## src/lcdPkg.sv

```systemverilog
`default_nettype none

package lcdPkg;

	// HD44780 instruction bytes, written with RS low
	localparam logic [7:0] CMD_FUNCSET = 8'h38; // 8-bit bus, 2 lines, 5x7 font
	localparam logic [7:0] CMD_DISPON  = 8'h0C; // display on, cursor off
	localparam logic [7:0] CMD_ENTRY   = 8'h06; // increment address, no shift
	localparam logic [7:0] CMD_CLEAR   = 8'h01; // clear display, home cursor
	localparam logic [7:0] CMD_LINE1   = 8'h80; // ddram address 0x00
	localparam logic [7:0] CMD_LINE2   = 8'hC0; // ddram address 0x40

	// panel geometry and write sequence lengths
	localparam int LINE_CHARS   = 16; // 16x2 panel
	localparam int INIT_STEPS   = 4;  // power-up configuration, ends on clear
	localparam int SCREEN_STEPS = 35; // clear, addr, 16 chars, addr, 16 chars

	// screen numbers held in CTRL[2:0]
	localparam logic [2:0] SCR_WELCOME  = 3'd0;
	localparam logic [2:0] SCR_SELSIG   = 3'd1;
	localparam logic [2:0] SCR_SIGDONE  = 3'd2;
	localparam logic [2:0] SCR_SELFREQ  = 3'd3;
	localparam logic [2:0] SCR_FREQDONE = 3'd4;
	localparam logic [2:0] SCR_RUN      = 3'd5;

	// APB register offsets
	localparam logic [7:0] ADDR_CTRL   = 8'h00; // screenId, waveSel
	localparam logic [7:0] ADDR_DIGITS = 8'h04; // three digits + multiplier

endpackage

`default_nettype wire

```

## src/lcdApbRegs.sv

```systemverilog
`default_nettype none

module lcdApbRegs (
	input wire clk_1MHz,
	input wire rstN,
	// APB slave
	input wire psel,
	input wire penable,
	input wire pwrite,
	input wire [7:0] paddr,
	input wire [31:0] pwdata,
	output logic [31:0] prdata,
	output logic pready,
	output logic pslverr,
	// register contents towards the text table
	output logic [2:0] screenId,
	output logic [2:0] waveSel,
	output logic [7:0] digit0,
	output logic [7:0] digit1,
	output logic [7:0] digit2,
	output logic [7:0] multiplier,
	output logic redrawReq
);

	logic access; // second cycle of a transfer
	logic ctrlHit;
	logic digitsHit;
	logic wrEn;

	assign access = psel & penable;
	assign ctrlHit = (paddr == lcdPkg::ADDR_CTRL);
	assign digitsHit = (paddr == lcdPkg::ADDR_DIGITS);
	assign wrEn = access & pwrite;

	assign pready = 1'b1; // no wait states
	assign pslverr = access & ~(ctrlHit | digitsHit); // unmapped offset

	// read mux, unmapped offsets return zero
	always_comb begin
		prdata = 32'h0;
		if (ctrlHit) begin
			prdata = {25'h0, waveSel, 1'b0, screenId};
		end else if (digitsHit) begin
			prdata = {multiplier, digit2, digit1, digit0};
		end
	end

	always_ff @(posedge clk_1MHz) begin
		if (!rstN) begin
			screenId <= lcdPkg::SCR_WELCOME;
			waveSel <= 3'd0;
			digit0 <= 8'h20; // readout starts blank
			digit1 <= 8'h20;
			digit2 <= 8'h20;
			multiplier <= 8'h20;
			redrawReq <= 1'b0;
		end else begin
			redrawReq <= wrEn & ctrlHit; // one cycle after the CTRL access
			if (wrEn && ctrlHit) begin
				screenId <= pwdata[2:0];
				waveSel <= pwdata[6:4];
			end
			if (wrEn && digitsHit) begin
				digit0 <= pwdata[7:0];
				digit1 <= pwdata[15:8];
				digit2 <= pwdata[23:16];
				multiplier <= pwdata[31:24];
			end
		end
	end

endmodule

`default_nettype wire

```

## src/lcdScreenText.sv

```systemverilog
`default_nettype none

module lcdScreenText (
	input wire [5:0] step,
	input wire [2:0] screenId,
	input wire [2:0] waveSel,
	input wire [7:0] digit0,
	input wire [7:0] digit1,
	input wire [7:0] digit2,
	input wire [7:0] multiplier,
	output logic [7:0] stepByte,
	output logic stepIsData
);

	localparam int textW = lcdPkg::LINE_CHARS * 8; // one line of text, column 0 in msb
	localparam int colW = $clog2(lcdPkg::LINE_CHARS);

	// step map of the write sequence
	localparam logic [5:0] clearStep = 6'(lcdPkg::INIT_STEPS);
	localparam logic [5:0] line1Addr = 6'(lcdPkg::INIT_STEPS + 1);
	localparam logic [5:0] line1First = 6'(lcdPkg::INIT_STEPS + 2);
	localparam logic [5:0] line2Addr = 6'(lcdPkg::INIT_STEPS + 2 + lcdPkg::LINE_CHARS);
	localparam logic [5:0] line2First = 6'(lcdPkg::INIT_STEPS + 3 + lcdPkg::LINE_CHARS);
	localparam logic [5:0] lastStep = 6'(lcdPkg::INIT_STEPS + lcdPkg::SCREEN_STEPS - 1);

	// fixed screen text, padded with spaces
	localparam logic [textW-1:0] txtBlank = {lcdPkg::LINE_CHARS{8'h20}};
	localparam logic [textW-1:0] txtWelcome1 = {{4{8'h20}}, "Waveform", {4{8'h20}}};
	localparam logic [textW-1:0] txtWelcome2 = {{3{8'h20}}, "Generator!", {3{8'h20}}};
	localparam logic [textW-1:0] txtSelSig = {"Select Signal", {3{8'h20}}};
	localparam logic [textW-1:0] txtSigDone = {"Selected Signal", 8'h20};
	localparam logic [textW-1:0] txtSelFreq = "Select Frequency";
	localparam logic [textW-1:0] txtFreqDone = "Selected Freq...";
	localparam logic [textW-1:0] txtRun = {"Generating...", {3{8'h20}}};

	// waveform names for waveSel 1 to 6
	localparam logic [textW-1:0] txtSine = {"Sine", {12{8'h20}}};
	localparam logic [textW-1:0] txtCosine = {"Cosine", {10{8'h20}}};
	localparam logic [textW-1:0] txtTriangular = {"Triangular", {6{8'h20}}};
	localparam logic [textW-1:0] txtSinc = {"Sinc", {12{8'h20}}};
	localparam logic [textW-1:0] txtSawtooth = {"Sawtooth", {8{8'h20}}};
	localparam logic [textW-1:0] txtSquare = {"Square", {10{8'h20}}};

	logic [textW-1:0] line1Text;
	logic [textW-1:0] line2Text;
	logic [textW-1:0] waveText;
	logic [textW-1:0] readoutText; // digits and multiplier only
	logic [textW-1:0] readoutHzText; // same, followed by Hz
	logic [colW-1:0] col1;
	logic [colW-1:0] col2;

	function automatic logic [7:0] charAt(input logic [textW-1:0] text,
		input logic [colW-1:0] col);
		charAt = text[(lcdPkg::LINE_CHARS - 1 - col) * 8 +: 8];
	endfunction

	assign readoutText = {digit0, digit1, digit2, 8'h20, multiplier, {11{8'h20}}};
	assign readoutHzText = {digit0, digit1, digit2, 8'h20, multiplier, "Hz", {9{8'h20}}};

	always_comb begin
		case (waveSel)
			3'd1: waveText = txtSine;
			3'd2: waveText = txtCosine;
			3'd3: waveText = txtTriangular;
			3'd4: waveText = txtSinc;
			3'd5: waveText = txtSawtooth;
			3'd6: waveText = txtSquare;
			default: waveText = txtBlank; // 0 and 7 show nothing
		endcase
	end

	// pick both lines for the current screen
	always_comb begin
		case (screenId)
			lcdPkg::SCR_SELSIG: begin
				line1Text = txtSelSig;
				line2Text = txtBlank;
			end
			lcdPkg::SCR_SIGDONE: begin
				line1Text = txtSigDone;
				line2Text = waveText;
			end
			lcdPkg::SCR_SELFREQ: begin
				line1Text = txtSelFreq;
				line2Text = readoutText;
			end
			lcdPkg::SCR_FREQDONE: begin
				line1Text = txtFreqDone;
				line2Text = readoutHzText;
			end
			lcdPkg::SCR_RUN: begin
				line1Text = txtRun;
				line2Text = readoutHzText;
			end
			default: begin // welcome, also ids 6 and 7
				line1Text = txtWelcome1;
				line2Text = txtWelcome2;
			end
		endcase
	end

	assign col1 = colW'(step - line1First);
	assign col2 = colW'(step - line2First);

	// step to byte and RS
	always_comb begin
		stepByte = lcdPkg::CMD_LINE1; // unused steps
		stepIsData = 1'b0;
		if (step == 6'd0) begin
			stepByte = lcdPkg::CMD_FUNCSET;
		end else if (step == 6'd1) begin
			stepByte = lcdPkg::CMD_DISPON;
		end else if (step == 6'd2) begin
			stepByte = lcdPkg::CMD_ENTRY;
		end else if (step == 6'd3 || step == clearStep) begin
			stepByte = lcdPkg::CMD_CLEAR; // last config command, redraw entry
		end else if (step == line1Addr) begin
			stepByte = lcdPkg::CMD_LINE1;
		end else if (step >= line1First && step < line2Addr) begin
			stepByte = charAt(line1Text, col1);
			stepIsData = 1'b1;
		end else if (step == line2Addr) begin
			stepByte = lcdPkg::CMD_LINE2;
		end else if (step >= line2First && step <= lastStep) begin
			stepByte = charAt(line2Text, col2);
			stepIsData = 1'b1;
		end
	end

endmodule

`default_nettype wire

```

## src/lcdWriteSeq.sv

```systemverilog
`default_nettype none

module lcdWriteSeq #(
	parameter int ePulseCycles = 2, // E high time
	parameter int eGapCycles = 50, // E low time between bytes
	parameter int clearWaitCycles = 2000 // E low time after a clear
) (
	input wire clk_1MHz,
	input wire rstN,
	input wire redrawReq,
	input wire [7:0] stepByte,
	input wire stepIsData,
	output logic [5:0] step,
	output logic [7:0] lcdData,
	output logic lcdRs,
	output logic lcdE
);

	localparam int pulseGapMax = (ePulseCycles > eGapCycles) ? ePulseCycles : eGapCycles;
	localparam int cntMax = (clearWaitCycles > pulseGapMax) ? clearWaitCycles : pulseGapMax;
	localparam int cntW = $clog2(cntMax + 1);

	localparam logic [cntW-1:0] pulseLast = cntW'(ePulseCycles - 1);
	localparam logic [cntW-1:0] gapLast = cntW'(eGapCycles - 1);
	localparam logic [cntW-1:0] clearLast = cntW'(clearWaitCycles - 1);

	localparam logic [5:0] initLast = 6'(lcdPkg::INIT_STEPS - 1); // config ends on clear
	localparam logic [5:0] clearStep = 6'(lcdPkg::INIT_STEPS);
	localparam logic [5:0] loopStep = 6'(lcdPkg::INIT_STEPS + 1); // line 1 address
	localparam logic [5:0] lastStep = 6'(lcdPkg::INIT_STEPS + lcdPkg::SCREEN_STEPS - 1);

	logic [cntW-1:0] cnt; // phase counter
	logic [5:0] stepReg; // next step to write
	logic [5:0] nextStep;
	logic [cntW-1:0] lowLast;
	logic clearByte; // byte on the bus is a clear
	logic redrawPending;
	logic redrawWant;
	logic jumpToClear;
	logic byteStart;

	assign redrawWant = redrawPending | redrawReq;
	assign jumpToClear = redrawWant & (stepReg >= clearStep); // held off during init
	assign step = jumpToClear ? clearStep : stepReg;

	assign lowLast = clearByte ? clearLast : gapLast; // settle after clear
	assign byteStart = ~lcdE & (cnt == lowLast); // end of low phase

	// after init and after line 2, loop back to line 1 address
	assign nextStep = (step == initLast || step == lastStep) ? loopStep : step + 6'd1;

	always_ff @(posedge clk_1MHz) begin
		if (!rstN) begin
			stepReg <= 6'd0;
			cnt <= '0;
			lcdE <= 1'b0;
			lcdData <= 8'h00;
			lcdRs <= 1'b0;
			clearByte <= 1'b0;
			redrawPending <= 1'b0;
		end else begin
			redrawPending <= redrawWant & ~(byteStart & jumpToClear); // keep until taken
			if (lcdE) begin
				if (cnt == pulseLast) begin
					lcdE <= 1'b0; // falling edge latches the panel
					cnt <= '0;
				end else begin
					cnt <= cnt + 1'b1;
				end
			end else if (byteStart) begin
				lcdE <= 1'b1;
				cnt <= '0;
				lcdData <= stepByte; // held for the whole byte
				lcdRs <= stepIsData;
				clearByte <= ~stepIsData & (stepByte == lcdPkg::CMD_CLEAR);
				stepReg <= nextStep;
			end else begin
				cnt <= cnt + 1'b1;
			end
		end
	end

endmodule

`default_nettype wire

```

## src/lcdTop.sv

```systemverilog
`default_nettype none

module lcdTop #(
	parameter int ePulseCycles = 2, // 2 us at 1 MHz
	parameter int eGapCycles = 50, // covers 37 us instruction time
	parameter int clearWaitCycles = 2000 // clear needs about 1.5 ms
) (
	input wire clk_1MHz,
	input wire rstN,
	input wire psel,
	input wire penable,
	input wire pwrite,
	input wire [7:0] paddr,
	input wire [31:0] pwdata,
	output logic [31:0] prdata,
	output logic pready,
	output logic pslverr,
	output logic [7:0] lcdData,
	output logic lcdRs,
	output logic lcdE
);

	logic [2:0] screenId;
	logic [2:0] waveSel;
	logic [7:0] digit0;
	logic [7:0] digit1;
	logic [7:0] digit2;
	logic [7:0] multiplier;
	logic redrawReq;
	logic [5:0] step;
	logic [7:0] stepByte;
	logic stepIsData;

	lcdApbRegs lcdApbRegs_inst (
		.clk_1MHz(clk_1MHz),
		.rstN(rstN),
		.psel(psel),
		.penable(penable),
		.pwrite(pwrite),
		.paddr(paddr),
		.pwdata(pwdata),
		.prdata(prdata),
		.pready(pready),
		.pslverr(pslverr),
		.screenId(screenId),
		.waveSel(waveSel),
		.digit0(digit0),
		.digit1(digit1),
		.digit2(digit2),
		.multiplier(multiplier),
		.redrawReq(redrawReq)
	);

	lcdScreenText lcdScreenText_inst (
		.step(step),
		.screenId(screenId),
		.waveSel(waveSel),
		.digit0(digit0),
		.digit1(digit1),
		.digit2(digit2),
		.multiplier(multiplier),
		.stepByte(stepByte),
		.stepIsData(stepIsData)
	);

	lcdWriteSeq #(
		.ePulseCycles(ePulseCycles),
		.eGapCycles(eGapCycles),
		.clearWaitCycles(clearWaitCycles)
	) lcdWriteSeq_inst (
		.clk_1MHz(clk_1MHz),
		.rstN(rstN),
		.redrawReq(redrawReq),
		.stepByte(stepByte),
		.stepIsData(stepIsData),
		.step(step),
		.lcdData(lcdData),
		.lcdRs(lcdRs),
		.lcdE(lcdE)
	);

endmodule

`default_nettype wire

```

## config.mk

```make
export PLATFORM = sky130hd
export DESIGN_NAME = lcdTop
export DESIGN_NICKNAME = d
export VERILOG_FILES = /design/src/lcdPkg.sv /design/src/lcdApbRegs.sv /design/src/lcdScreenText.sv /design/src/lcdWriteSeq.sv /design/src/lcdTop.sv
export SDC_FILE = /design/constraint.sdc
export NUM_CORES = 1
export LEC_CHECK = 0
export ABC_AREA = 1
export BUFFER_PORTS_ARGS = -buffer_cell sky130_fd_sc_hd__buf_2
export CORE_ASPECT_RATIO = 0.75
export CORE_MARGIN = 2
export CORE_UTILIZATION = 30
export CTS_CLUSTER_SIZE = 30
export DETAILED_ROUTE_END_ITERATION = 10
export SYNTH_ARGS = -nofsm -noshare
export SYNTH_HDL_FRONTEND = slang
export SYNTH_SLANG_ARGS = --single-unit
```

## constraint.sdc

```tcl
create_clock -name clk_1MHz -period 5.1 [get_ports clk_1MHz]
set_input_delay 0.765 -clock clk_1MHz [delete_from_list [all_inputs] [get_ports clk_1MHz]]
set_output_delay 0.765 -clock clk_1MHz [all_outputs]
set_load 0.02 [all_outputs]
```

Word level (Yosys, flattened, before mapping)
Cells that the tools add are included.
{"block": "word_totals", "register_bits": 68, "input_bits": 45, "elab_cells": 104}
{"block": "op_classes", "add_sub_neg": 6, "magnitude_cmp": 5, "n_eq_ne": 22, "shift": 2, "n_mux": 30, "n_bitwise": 15, "reduce_logical": 10}
{"op": "127-bit case mux with 6 select lines", "n": 1}
{"op": "127-bit case mux with 5 select lines", "n": 1}
{"op": "128-bit case mux with 4 select lines", "n": 1}
{"op": "128-bit by 33-bit indexed part select with 8-bit output", "n": 2}
{"op": "32-bit 2-to-1 mux", "n": 2}
{"op": "8-bit 2-to-1 mux", "n": 8}
{"op": "11-bit 2-to-1 mux", "n": 4}
{"op": "3-bit == test (second input constant)", "n": 5}
{"op": "3-bit by 2-bit == test with 1-bit output (second input constant)", "n": 4}
{"op": "6-bit by 2-bit == test with 1-bit output (second input constant)", "n": 2}
{"op": "6-bit by 3-bit == test with 1-bit output (second input constant)", "n": 2}
{"op": "6-bit by 3-bit >= comparator with 1-bit output (second input constant)", "n": 2}
{"op": "6-bit 2-to-1 mux", "n": 2}
{"op": "11-bit by 1-bit adder with 11-bit output (second input constant)", "n": 1}
{"op": "11-bit by 1-bit == test with 1-bit output (second input constant)", "n": 1}
{"op": "11-bit == test", "n": 1}
{"op": "1-bit 2-to-1 mux", "n": 11}
{"op": "4-bit by 4-bit subtractor with 5-bit output (first input constant)", "n": 2}
{"op": "1-bit AND", "n": 9}
{"op": "8-bit by 1-bit == test with 1-bit output (second input constant)", "n": 1}
{"op": "8-bit by 3-bit == test with 1-bit output (second input constant)", "n": 1}
{"op": "8-bit logical NOT", "n": 1}
{"op": "4-bit by 3-bit subtractor with 4-bit output (second input constant)", "n": 2}
{"op": "6-bit by 1-bit adder with 6-bit output (second input constant)", "n": 1}
{"op": "other kinds (14)", "n": 23}

Depth between registers and ports, before layout
Gate-level depths: netlist of run 1.
{"block": "logic_depth", "word_depth": 16, "mapped_depth": 20, "mapped_depth_nobuf": 18}

Hierarchy
A second synthesis of run 1 with hierarchy kept.
{"block": "hier_totals", "hier_cells": 1050, "hier_area_um2": 5972.0}
{"module": "lcdScreenText", "n_inst": 1, "cells_per_inst": 509, "area_per_inst_um2": 2389.8}
{"module": "lcdApbRegs", "n_inst": 1, "cells_per_inst": 330, "area_per_inst_um2": 2053.2}
{"module": "lcdWriteSeq", "n_inst": 1, "cells_per_inst": 211, "area_per_inst_um2": 1529.0}

Worst setup path after synthesis of run 1
OpenSTA, ideal clock, no wires.
{"block": "synth_path", "path_kind": "input-to-output", "from": "in paddr[5]", "to": "out prdata[21]", "arrival_time_ns": 2.080, "t_required_ns": 4.335, "path_slack_ns": 2.255, "path_stages": 5, "path_cell_list": "nor4_1 > nand3_1 > clkbuf_1 > buf_1 > nor2_1"}
{"block": "synth_via", "elab_chain_len": 3, "elab_cells_between_ends": 4, "classes_between": "1 x eq/ne; 2 x mux; 1 x reduce/logical"}
{"item": "start: declaration", "line": "lcdTop.sv:13", "source": "input wire [7:0] paddr,"}
{"item": "8-bit by 3-bit == test with 1-bit output", "line": "lcdApbRegs.sv:32", "source": "assign digitsHit = (paddr == lcdPkg::ADDR_DIGITS);"}
{"item": "32-bit 2-to-1 mux", "line": "lcdApbRegs.sv:43", "source": "end else if (digitsHit) begin"}
{"item": "32-bit 2-to-1 mux *", "line": "lcdApbRegs.sv:41", "source": "if (ctrlHit) begin"}
{"item": "end: declaration", "line": "lcdTop.sv:15", "source": "output logic [31:0] prdata,"}
Mark *: on every way between the ends. The rest lies on a longest branch, timed or not.

Final worst setup path of run 1
{"block": "layout_path", "from": "reg lcdWriteSeq_inst.stepReg[3]", "to": "reg lcdWriteSeq_inst.lcdData[0]"}
{"block": "layout_via", "elab_chain_len": 14, "elab_cells_between_ends": 31, "classes_between": "4 x add/sub; 5 x order compare; 6 x eq/ne; 2 x shift; 9 x mux; 1 x bitwise; 4 x reduce/logical"}
{"item": "start: declaration", "line": "lcdWriteSeq.sv:33", "source": "logic [5:0] stepReg;"}
{"item": "start signal: assignment", "line": "lcdWriteSeq.sv:76", "source": "stepReg <= nextStep;"}
{"item": "6-bit by 3-bit >= comparator with 1-bit output", "line": "lcdWriteSeq.sv:43", "source": "assign jumpToClear = redrawWant & (stepReg >= clearStep);"}
{"item": "1-bit AND", "line": "lcdWriteSeq.sv:43"}
{"item": "6-bit 2-to-1 mux *", "line": "lcdWriteSeq.sv:44", "source": "assign step = jumpToClear ? clearStep : stepReg;"}
{"item": "4-bit by 3-bit subtractor with 4-bit output", "line": "lcdScreenText.sv:103", "source": "assign col2 = colW'(step - line2First);"}
{"item": "4-bit by 4-bit subtractor with 5-bit output", "line": "lcdScreenText.sv:54", "source": "charAt = text[(lcdPkg::LINE_CHARS - 1 - col) * 8 +: 8];"}
{"item": "128-bit by 33-bit indexed part select with 8-bit output", "line": "lcdScreenText.sv:54"}
{"item": "8-bit 2-to-1 mux", "line": "lcdScreenText.sv:124", "source": "end else if (step >= line2First && step <= lastStep) begin"}
{"item": "8-bit 2-to-1 mux", "line": "lcdScreenText.sv:122", "source": "end else if (step == line2Addr) begin"}
{"item": "8-bit 2-to-1 mux", "line": "lcdScreenText.sv:119", "source": "end else if (step >= line1First && step < line2Addr) begin"}
{"item": "8-bit 2-to-1 mux", "line": "lcdScreenText.sv:117", "source": "end else if (step == line1Addr) begin"}
{"item": "8-bit 2-to-1 mux", "line": "lcdScreenText.sv:115", "source": "end else if (step == 6'd3 || step == clearStep) begin"}
{"item": "8-bit 2-to-1 mux", "line": "lcdScreenText.sv:113", "source": "end else if (step == 6'd2) begin"}
{"item": "8-bit 2-to-1 mux", "line": "lcdScreenText.sv:111", "source": "end else if (step == 6'd1) begin"}
{"item": "8-bit 2-to-1 mux *", "line": "lcdScreenText.sv:109", "source": "if (step == 6'd0) begin"}
{"item": "end signal: assignment", "line": "lcdWriteSeq.sv:73", "source": "lcdData <= stepByte;"}
{"item": "end: declaration", "line": "lcdWriteSeq.sv:14", "source": "output logic [7:0] lcdData,"}
Marks and branches as above.
A chain may end at the register's enable or synchronous reset.

==> impl_metrics.csv, run 1 <==
group,metric,value,unit
pwr,power_density,217,nW/µm²
outcome,status,"finished clean",
synthesis,syn-cell-area,5210,µm²
grt,grt_pass1_vias,5474,
critical_path,worst-path-max-fanout,20,
cells_and_area,mostFrequentLayoutCells,"nand2_1, nand3_1, nor2_1, inv_1, buf_2",
grt,grt-ovfl-total,0,
grt,grt_first_pass_wirelength,28200,µm
cells_and_area,layout_commonest_cell,"nand2_1",
min_path,holdPathStages,2,
cells_and_area,final_nets,966,
routing,dr.pass1.iters,6,
timing,drv_slew,0,
cts,clkTransAtPathRegs,60,ps
timing,rsz0062_at_grt,"no",
critical_path,crit_cells,16,
timing,maxSlewHeadroom,51.0,%
synthesis,ys_types,51,
cts,cts-root-buf,"clkbuf_16",
die,fp-row-count,41,
cts,h-tree-depth,3,
synthesis,synth-compound-area-share,20.4,%
critical_path,cpMostUsedCell,"nand2_1",
synthesis,synth-adder-area-share,1.68,%
cells_and_area,drive_gt1_share,16.4,%
critical_path,crit_buf_inv,1,
die,ios,89,
critical_path,cpPeakStageDelay,790,ps
synthesis,syn-num-nets,901,
synthesis,synth-seq-cells,68,
synthesis,ys_seq_area_share,26.1,%
timing,tightest_slew,735,ps
min_path,hold_class,"flop to flop",
placed_design,dp_hpwl,12900,µm
cts,clk_path_buf_depth,2,
timing,finalHoldViolCount,0,
cts,clk_latency,340,ps
routing,wl,17200,µm
timing,period_share,71.6,%
synthesis,synth_top_family_by_area,"simple AND/OR/NAND/NOR gates",
timing,final-setup-viol-count,0,
cts,cts_buffers,9,
cells_and_area,diodes,0,
routing,drtIter0Drc,816,
synthesis,async_flop_share,0,%
critical_path,cp_data_required_time,5340,ps
timing,period_needed,3650,ps
critical_path,crit_type,"flop to flop",
timing,finClkSkew,4.68,ps
routing,wl_per_cell,15.2,µm
synthesis,synth_edf_count,0,
routing,antenna_left,0,
synthesis,yosys.area_share.simple,38.6,%
routing,via_per_inst,5.25,
grt,antenna_found_initial,0,
synthesis,ys_warn_count,0,
pwr,ir_worst_vdd,0.000167,V
synthesis,synthCells,849,
grt,grt_usage,19.1,%
flow_run,max_cap_viol_count,0,
cts,cts_setup_buffers,0,
cts,holdBufCountCts,0,
timing,setup_tns,0,ps
timing,fmax,274,MHz
cells_and_area,area_growth,16.4,%
critical_path,cp-end-kind,"flop",
routing,drc,0,
critical_path,crit_chain,"nor2_4 -> nand2_4 -> nand2_4 -> nand2_1 -> ha_1 -> inv_1 -> o21ai_0 -> nor2_1 -> nor2_1 -> a21oi_1 -> nand2_1 -> nand2_1 -> nand3_1 -> nand2_1 -> nand3_1 -> nand2_1",
die,core_area,16900,µm²
critical_path,reg2regPathDepth,16,
critical_path,critPathTopFamily,"simple AND/OR/NAND/NOR gates",
die,die_h,118,µm
cts,cts_sinks,68,
synthesis,synth.area.mux_share,0,%
critical_path,start_kind,"flop",
placed_design,place_inst,1118,
pwr,p_leak,0.00272,µW
die,die_w,156,µm
die,die_area,18400,µm²
die,start_util,30.8,%
synthesis,syn_area_per_cell,6.14,µm²
cts,cts_tree,"done",
critical_path,slowest_stage,"ha_1",
grt,grt_max_degree,45,
pwr,power,1320,µW
synthesis,synth_xor_area_share,1.51,%
placed_design,routabilityCongestion,0.949,
placed_design,port-buffer-count,87,
synthesis,synth_top_flop_cell,"dfxtp_1",
routing,vias,5954,
critical_path,worstPathArrival,3890,ps
cells_and_area,instances_no_fill,1134,
cts,cts_resized,0,
cells_and_area,fill_cells,1906,
==> through the flow <==
step	hold slack, ps	utilization [%]	instance area (µm²)	worst slack, ps
5_1_grt	493	35.8	6070	1110
3_5_place_dp	452	33.8	5720	1570
3_3_place_gp	455	33.8	5720	1680
6_report	466	35.8	6070	1450
4_1_cts	463	35.8	6070	1540
2_1_floorplan	441	-	5210	2250
==> cells in the mapped netlist, types with 3 or more instances <==
library cell / instances / area, µm²
nand2_1: 196 / 736
nand3_1: 104 / 521
nor2_1: 99 / 372
inv_1: 90 / 338
o21ai_0: 69 / 345
dfxtp_1: 68 / 1360
a21oi_1: 59 / 295
o211ai_1: 20 / 150
clkbuf_1: 18 / 67.6
inv_2: 9 / 33.8
nand4_1: 9 / 56.3
buf_2: 8 / 40.0
a31oi_1: 7 / 43.8
ha_1: 7 / 87.6
nand3_2: 7 / 70.1
o22ai_1: 7 / 43.8
xor2_1: 6 / 52.6
nand2_2: 5 / 31.3
nand2_4: 5 / 56.3
buf_4: 4 / 30.0
buf_6: 4 / 45.0
nor3_1: 4 / 20.0
a21oi_2: 3 / 26.3
nor2_2: 3 / 18.8
o2111ai_1: 3 / 26.3
xnor2_1: 3 / 26.3
==> worst min-delay path, delay by kind of cell, from the launching register on <==
family	cells	cell delay, ps
flip-flops	1	310
AND/OR/NAND/NOR	2	110
==> where the power goes <==
part           internal (µW)  switching, µW  leakage, µW  total (µW)
clock network            481            253     0.000163         733
logic                   19.5           26.4      0.00200        45.9
registers                534           3.20     0.000548         537
total                   1030            282      0.00272        1320
==> sequential cells by signal (all words and copies together) (netlist names) <==
| signal | count |
|---|---|
| lcdWriteSeq_inst.cnt | 11 |
| lcdWriteSeq_inst.clearByte | 1 |
| lcdWriteSeq_inst.lcdRs | 1 |
| lcdApbRegs_inst.waveSel | 3 |
| lcdApbRegs_inst.digit2 | 8 |
| lcdWriteSeq_inst.lcdE | 1 |
| lcdApbRegs_inst.digit0 | 8 |
| lcdWriteSeq_inst.stepReg | 6 |
| lcdApbRegs_inst.screenId | 3 |
| lcdWriteSeq_inst.redrawPending | 1 |
| lcdApbRegs_inst.redrawReq | 1 |
| lcdApbRegs_inst.multiplier | 8 |
| lcdApbRegs_inst.digit1 | 8 |
| lcdWriteSeq_inst.lcdData | 8 |
==> final cells by class <==
| cell class | instances | area [µm²] | share of cell area, % |
|---|---|---|---|
| multi-input cells | 643 | 3240 | 53.5 |
| well taps | 215 | 269 | 4.43 |
| clock inverters | 7 | 123 | 2.02 |
| flip-flops and latches | 68 | 1360 | 22.4 |
| repair buffers | 91 | 465 | 7.67 |
| inverters | 101 | 379 | 6.25 |
| clock buffers | 9 | 225 | 3.71 |
==> metal layers <==
layer | vias up | track usage [%] | wire length, µm
met2 | 289 | 25.9 | 6700
met3 | 27 | 5.34 | 1690
met1 | 2683 | 28.8 | 8550
met4 | 0 | 5.39 | 306
li1 | 2955 | - | -
met5 | - | 0 | 0
==> logic make-up after synthesis <==
group / Yosys count
AND/OR/NAND/NOR: 444
AO/OA/AOI/OAI: 182
buffers and inverters: 138
flip-flops: 68
XOR/XNOR: 9
adder cells (fa/ha/maj): 7
other: 1
==> worst paths after layout <==
path	startpoint	slack [ps]	to
worst max-delay path	lcdWriteSeq_inst.stepReg[3]$_SDFFE_PN0P_	1450	lcdWriteSeq_inst.lcdData[0]$_SDFFE_PN0P_
worst min-delay path	lcdWriteSeq_inst.lcdData[1]$_SDFFE_PN0P_	470	lcdWriteSeq_inst.lcdData[1]$_SDFFE_PN0P_
worst min register to register	lcdWriteSeq_inst.lcdData[1]$_SDFFE_PN0P_	470	lcdWriteSeq_inst.lcdData[1]$_SDFFE_PN0P_
worst max register to register	lcdWriteSeq_inst.stepReg[3]$_SDFFE_PN0P_	1450	lcdWriteSeq_inst.lcdData[0]$_SDFFE_PN0P_
Power figures use the tool's default switching activity.
==> inputs of run 2 (changes only) <==
- clock period: 5.1 -> 3.06 ns (I/O delays scaled with it)
==> impl_metrics.csv, run 2 (synthesized netlist as in run 1, its figures left out) <==
group,metric,value,unit
routing,wl,17200,µm
die,die_area,18400,µm²
placed_design,dp_hpwl,13100,µm
cells_and_area,mostFrequentLayoutCells,"nand2_1, nand3_1, nor2_1, inv_1, buf_2",
cells_and_area,largest_reg_flops,11,
cts,cts_sinks,68,
critical_path,crit_buf_inv,1,
cells_and_area,final_nets,981,
placed_design,port-buffer-count,87,
grt,grt_max_degree,45,
critical_path,crit_type,"flop to flop",
grt,grt-ovfl-total,0,
cts,cts_buffers,9,
outcome,status,"finished clean",
routing,via_per_inst,5.20,
die,die_h,118,µm
cells_and_area,stdcell_area,6120,µm²
timing,fmax,364,MHz
cts,h-tree-depth,3,
timing,final-setup-viol-count,0,
cells_and_area,diodes,0,
routing,drtIter0Drc,676,
min_path,holdPathStages,3,
cts,holdBufCountCts,0,
timing,period_share,89.8,%
cells_and_area,layout_commonest_cell,"nand2_1",
grt,grt_use_met3,5.12,%
critical_path,cp_data_required_time,3330,ps
die,ios,89,
cts,clkTransAtPathRegs,60,ps
grt,antenna_found_initial,0,
routing,vias,5980,
cells_and_area,ff_latch_area,1360,µm²
cells_and_area,top_register,"lcdWriteSeq_inst.cnt",
critical_path,start_kind,"flop",
grt,grt_first_pass_wirelength,28500,µm
grt,gr-usage-met1,28.6,%
critical_path,cpPeakStageDelay,360,ps
cells_and_area,fill_cells,1932,
grt,grt.busiest_layer,"met1",
critical_path,crit_cells,16,
grt,grt_pass1_vias,5510,
critical_path,critPathTopFamily,"simple AND/OR/NAND/NOR gates",
pwr,p_leak,0.00276,µW
timing,tightest_slew,685,ps
critical_path,worstPathArrival,3020,ps
cells_and_area,multiInputGateArea,3240,µm²
timing,finalHoldViolCount,0,
placed_design,place_area,5840,µm²
die,die_w,156,µm
die,start_util,30.8,%
timing,period_needed,2750,ps
timing,finClkSkew,5.69,ps
critical_path,slowest_stage,"dfxtp_1",
grt,grtUsageMet2,26.4,%
pwr,power_density,317,nW/µm²
critical_path,cpMostUsedCell,"nand2_1",
cells_and_area,drive_gt1_share,17.7,%
timing,setup_tns,0,ps
die,core_area,16900,µm²
flow_run,max_cap_viol_count,0,
timing,maxSlewHeadroom,53.9,%
timing,rsz0062_at_grt,"no",
cts,cts-root-buf,"clkbuf_16",
critical_path,reg2regPathDepth,16,
cts,cts_setup_buffers,0,
die,fp-row-count,41,
cts,cts_resized,0,
critical_path,crit_chain,"nor2_2 -> nand2_4 -> nand2_4 -> nand2_8 -> ha_1 -> buf_4 -> nand3_1 -> nor2_1 -> nand2_1 -> nand3_1 -> nand2_1 -> nand2_1 -> nand2_1 -> a21oi_2 -> nand3_1 -> a21oi_2",
placed_design,routabilityCongestion,0.936,
routing,wl_per_cell,14.9,µm
routing,drc,0,
cells_and_area,area_growth,17.5,%
critical_path,worst-path-max-fanout,29,
critical_path,cp-end-kind,"flop",
pwr,ir_worst_vdd,0.000229,V
routing,dr.pass1.iters,5,
routing,antenna_left,0,
cts,clk_latency,340,ps
cts,clk_path_buf_depth,2,
grt,grt_usage,19.1,%
timing,drv_slew,0,
cts,cts_tree,"done",
min_path,hold_class,"primary input to flop",
[run 2: cell types whose count changed in the layout (fill, tap and decap cells not counted), sizes merged]
cell    change
bufinv      -3
buf        +15
clkbuf      +2
clkinv      +3
inv         -2
[run 2: stage by stage]
step	utilization (%)	power [µW]	std cells	setup slack, ps	hold slack (ps)
6_report	36.2	1940	1149	311	337
5_1_grt	36.2	2030	1149	33.1	339
3_5_place_dp	34.5	991	1133	317	458
4_1_cts	36.2	1970	1149	321	323
3_3_place_gp	34.5	992	1133	350	459
2_1_floorplan	-	950	849	455	441
[run 2: worst min-delay path: stages]
cell and delay (ps):
buf_2 80, nand2_1 40, o211ai_1 60
[run 2: worst paths after layout]
path                                       startpoint  slack, ps                                        to
max reg2reg  lcdWriteSeq_inst.stepReg[5]$_SDFFE_PN0P_        310   lcdWriteSeq_inst.clearByte$_SDFFE_PN0P_
max          lcdWriteSeq_inst.stepReg[5]$_SDFFE_PN0P_        310   lcdWriteSeq_inst.clearByte$_SDFFE_PN0P_
min                                        pwdata[13]        340    lcdApbRegs_inst.digit1[5]$_SDFFE_PN1P_
min reg2reg  lcdWriteSeq_inst.lcdData[6]$_SDFFE_PN0P_        470  lcdWriteSeq_inst.lcdData[6]$_SDFFE_PN0P_
[run 2: area by class of cell]
cell class / count / area share (%)
inverter: 101 / 6.19
tap: 215 / 4.39
clock buffer: 11 / 3.96
multi-input combinational: 643 / 53.0
clock inverter: 5 / 0.613
timing repair buffer: 106 / 9.64
sequential: 68 / 22.2
[run 2: routing by layer]
metal	share of wire [%]	vias up
met5	0	-
li1	-	2980
met3	8.1	22
met1	51	2725
met2	39	253
met4	1.6	0
[run 2: power breakdown]
part / leakage (µW) / internal [µW] / total, µW / switching, µW
Combinational: 0.00208 / 33.1 / 76.9 / 43.8
Sequential: 0.000548 / 890 / 895 / 5.76
Clock: 0.000132 / 571 / 969 / 398
Total: 0.00276 / 1490 / 1940 / 447
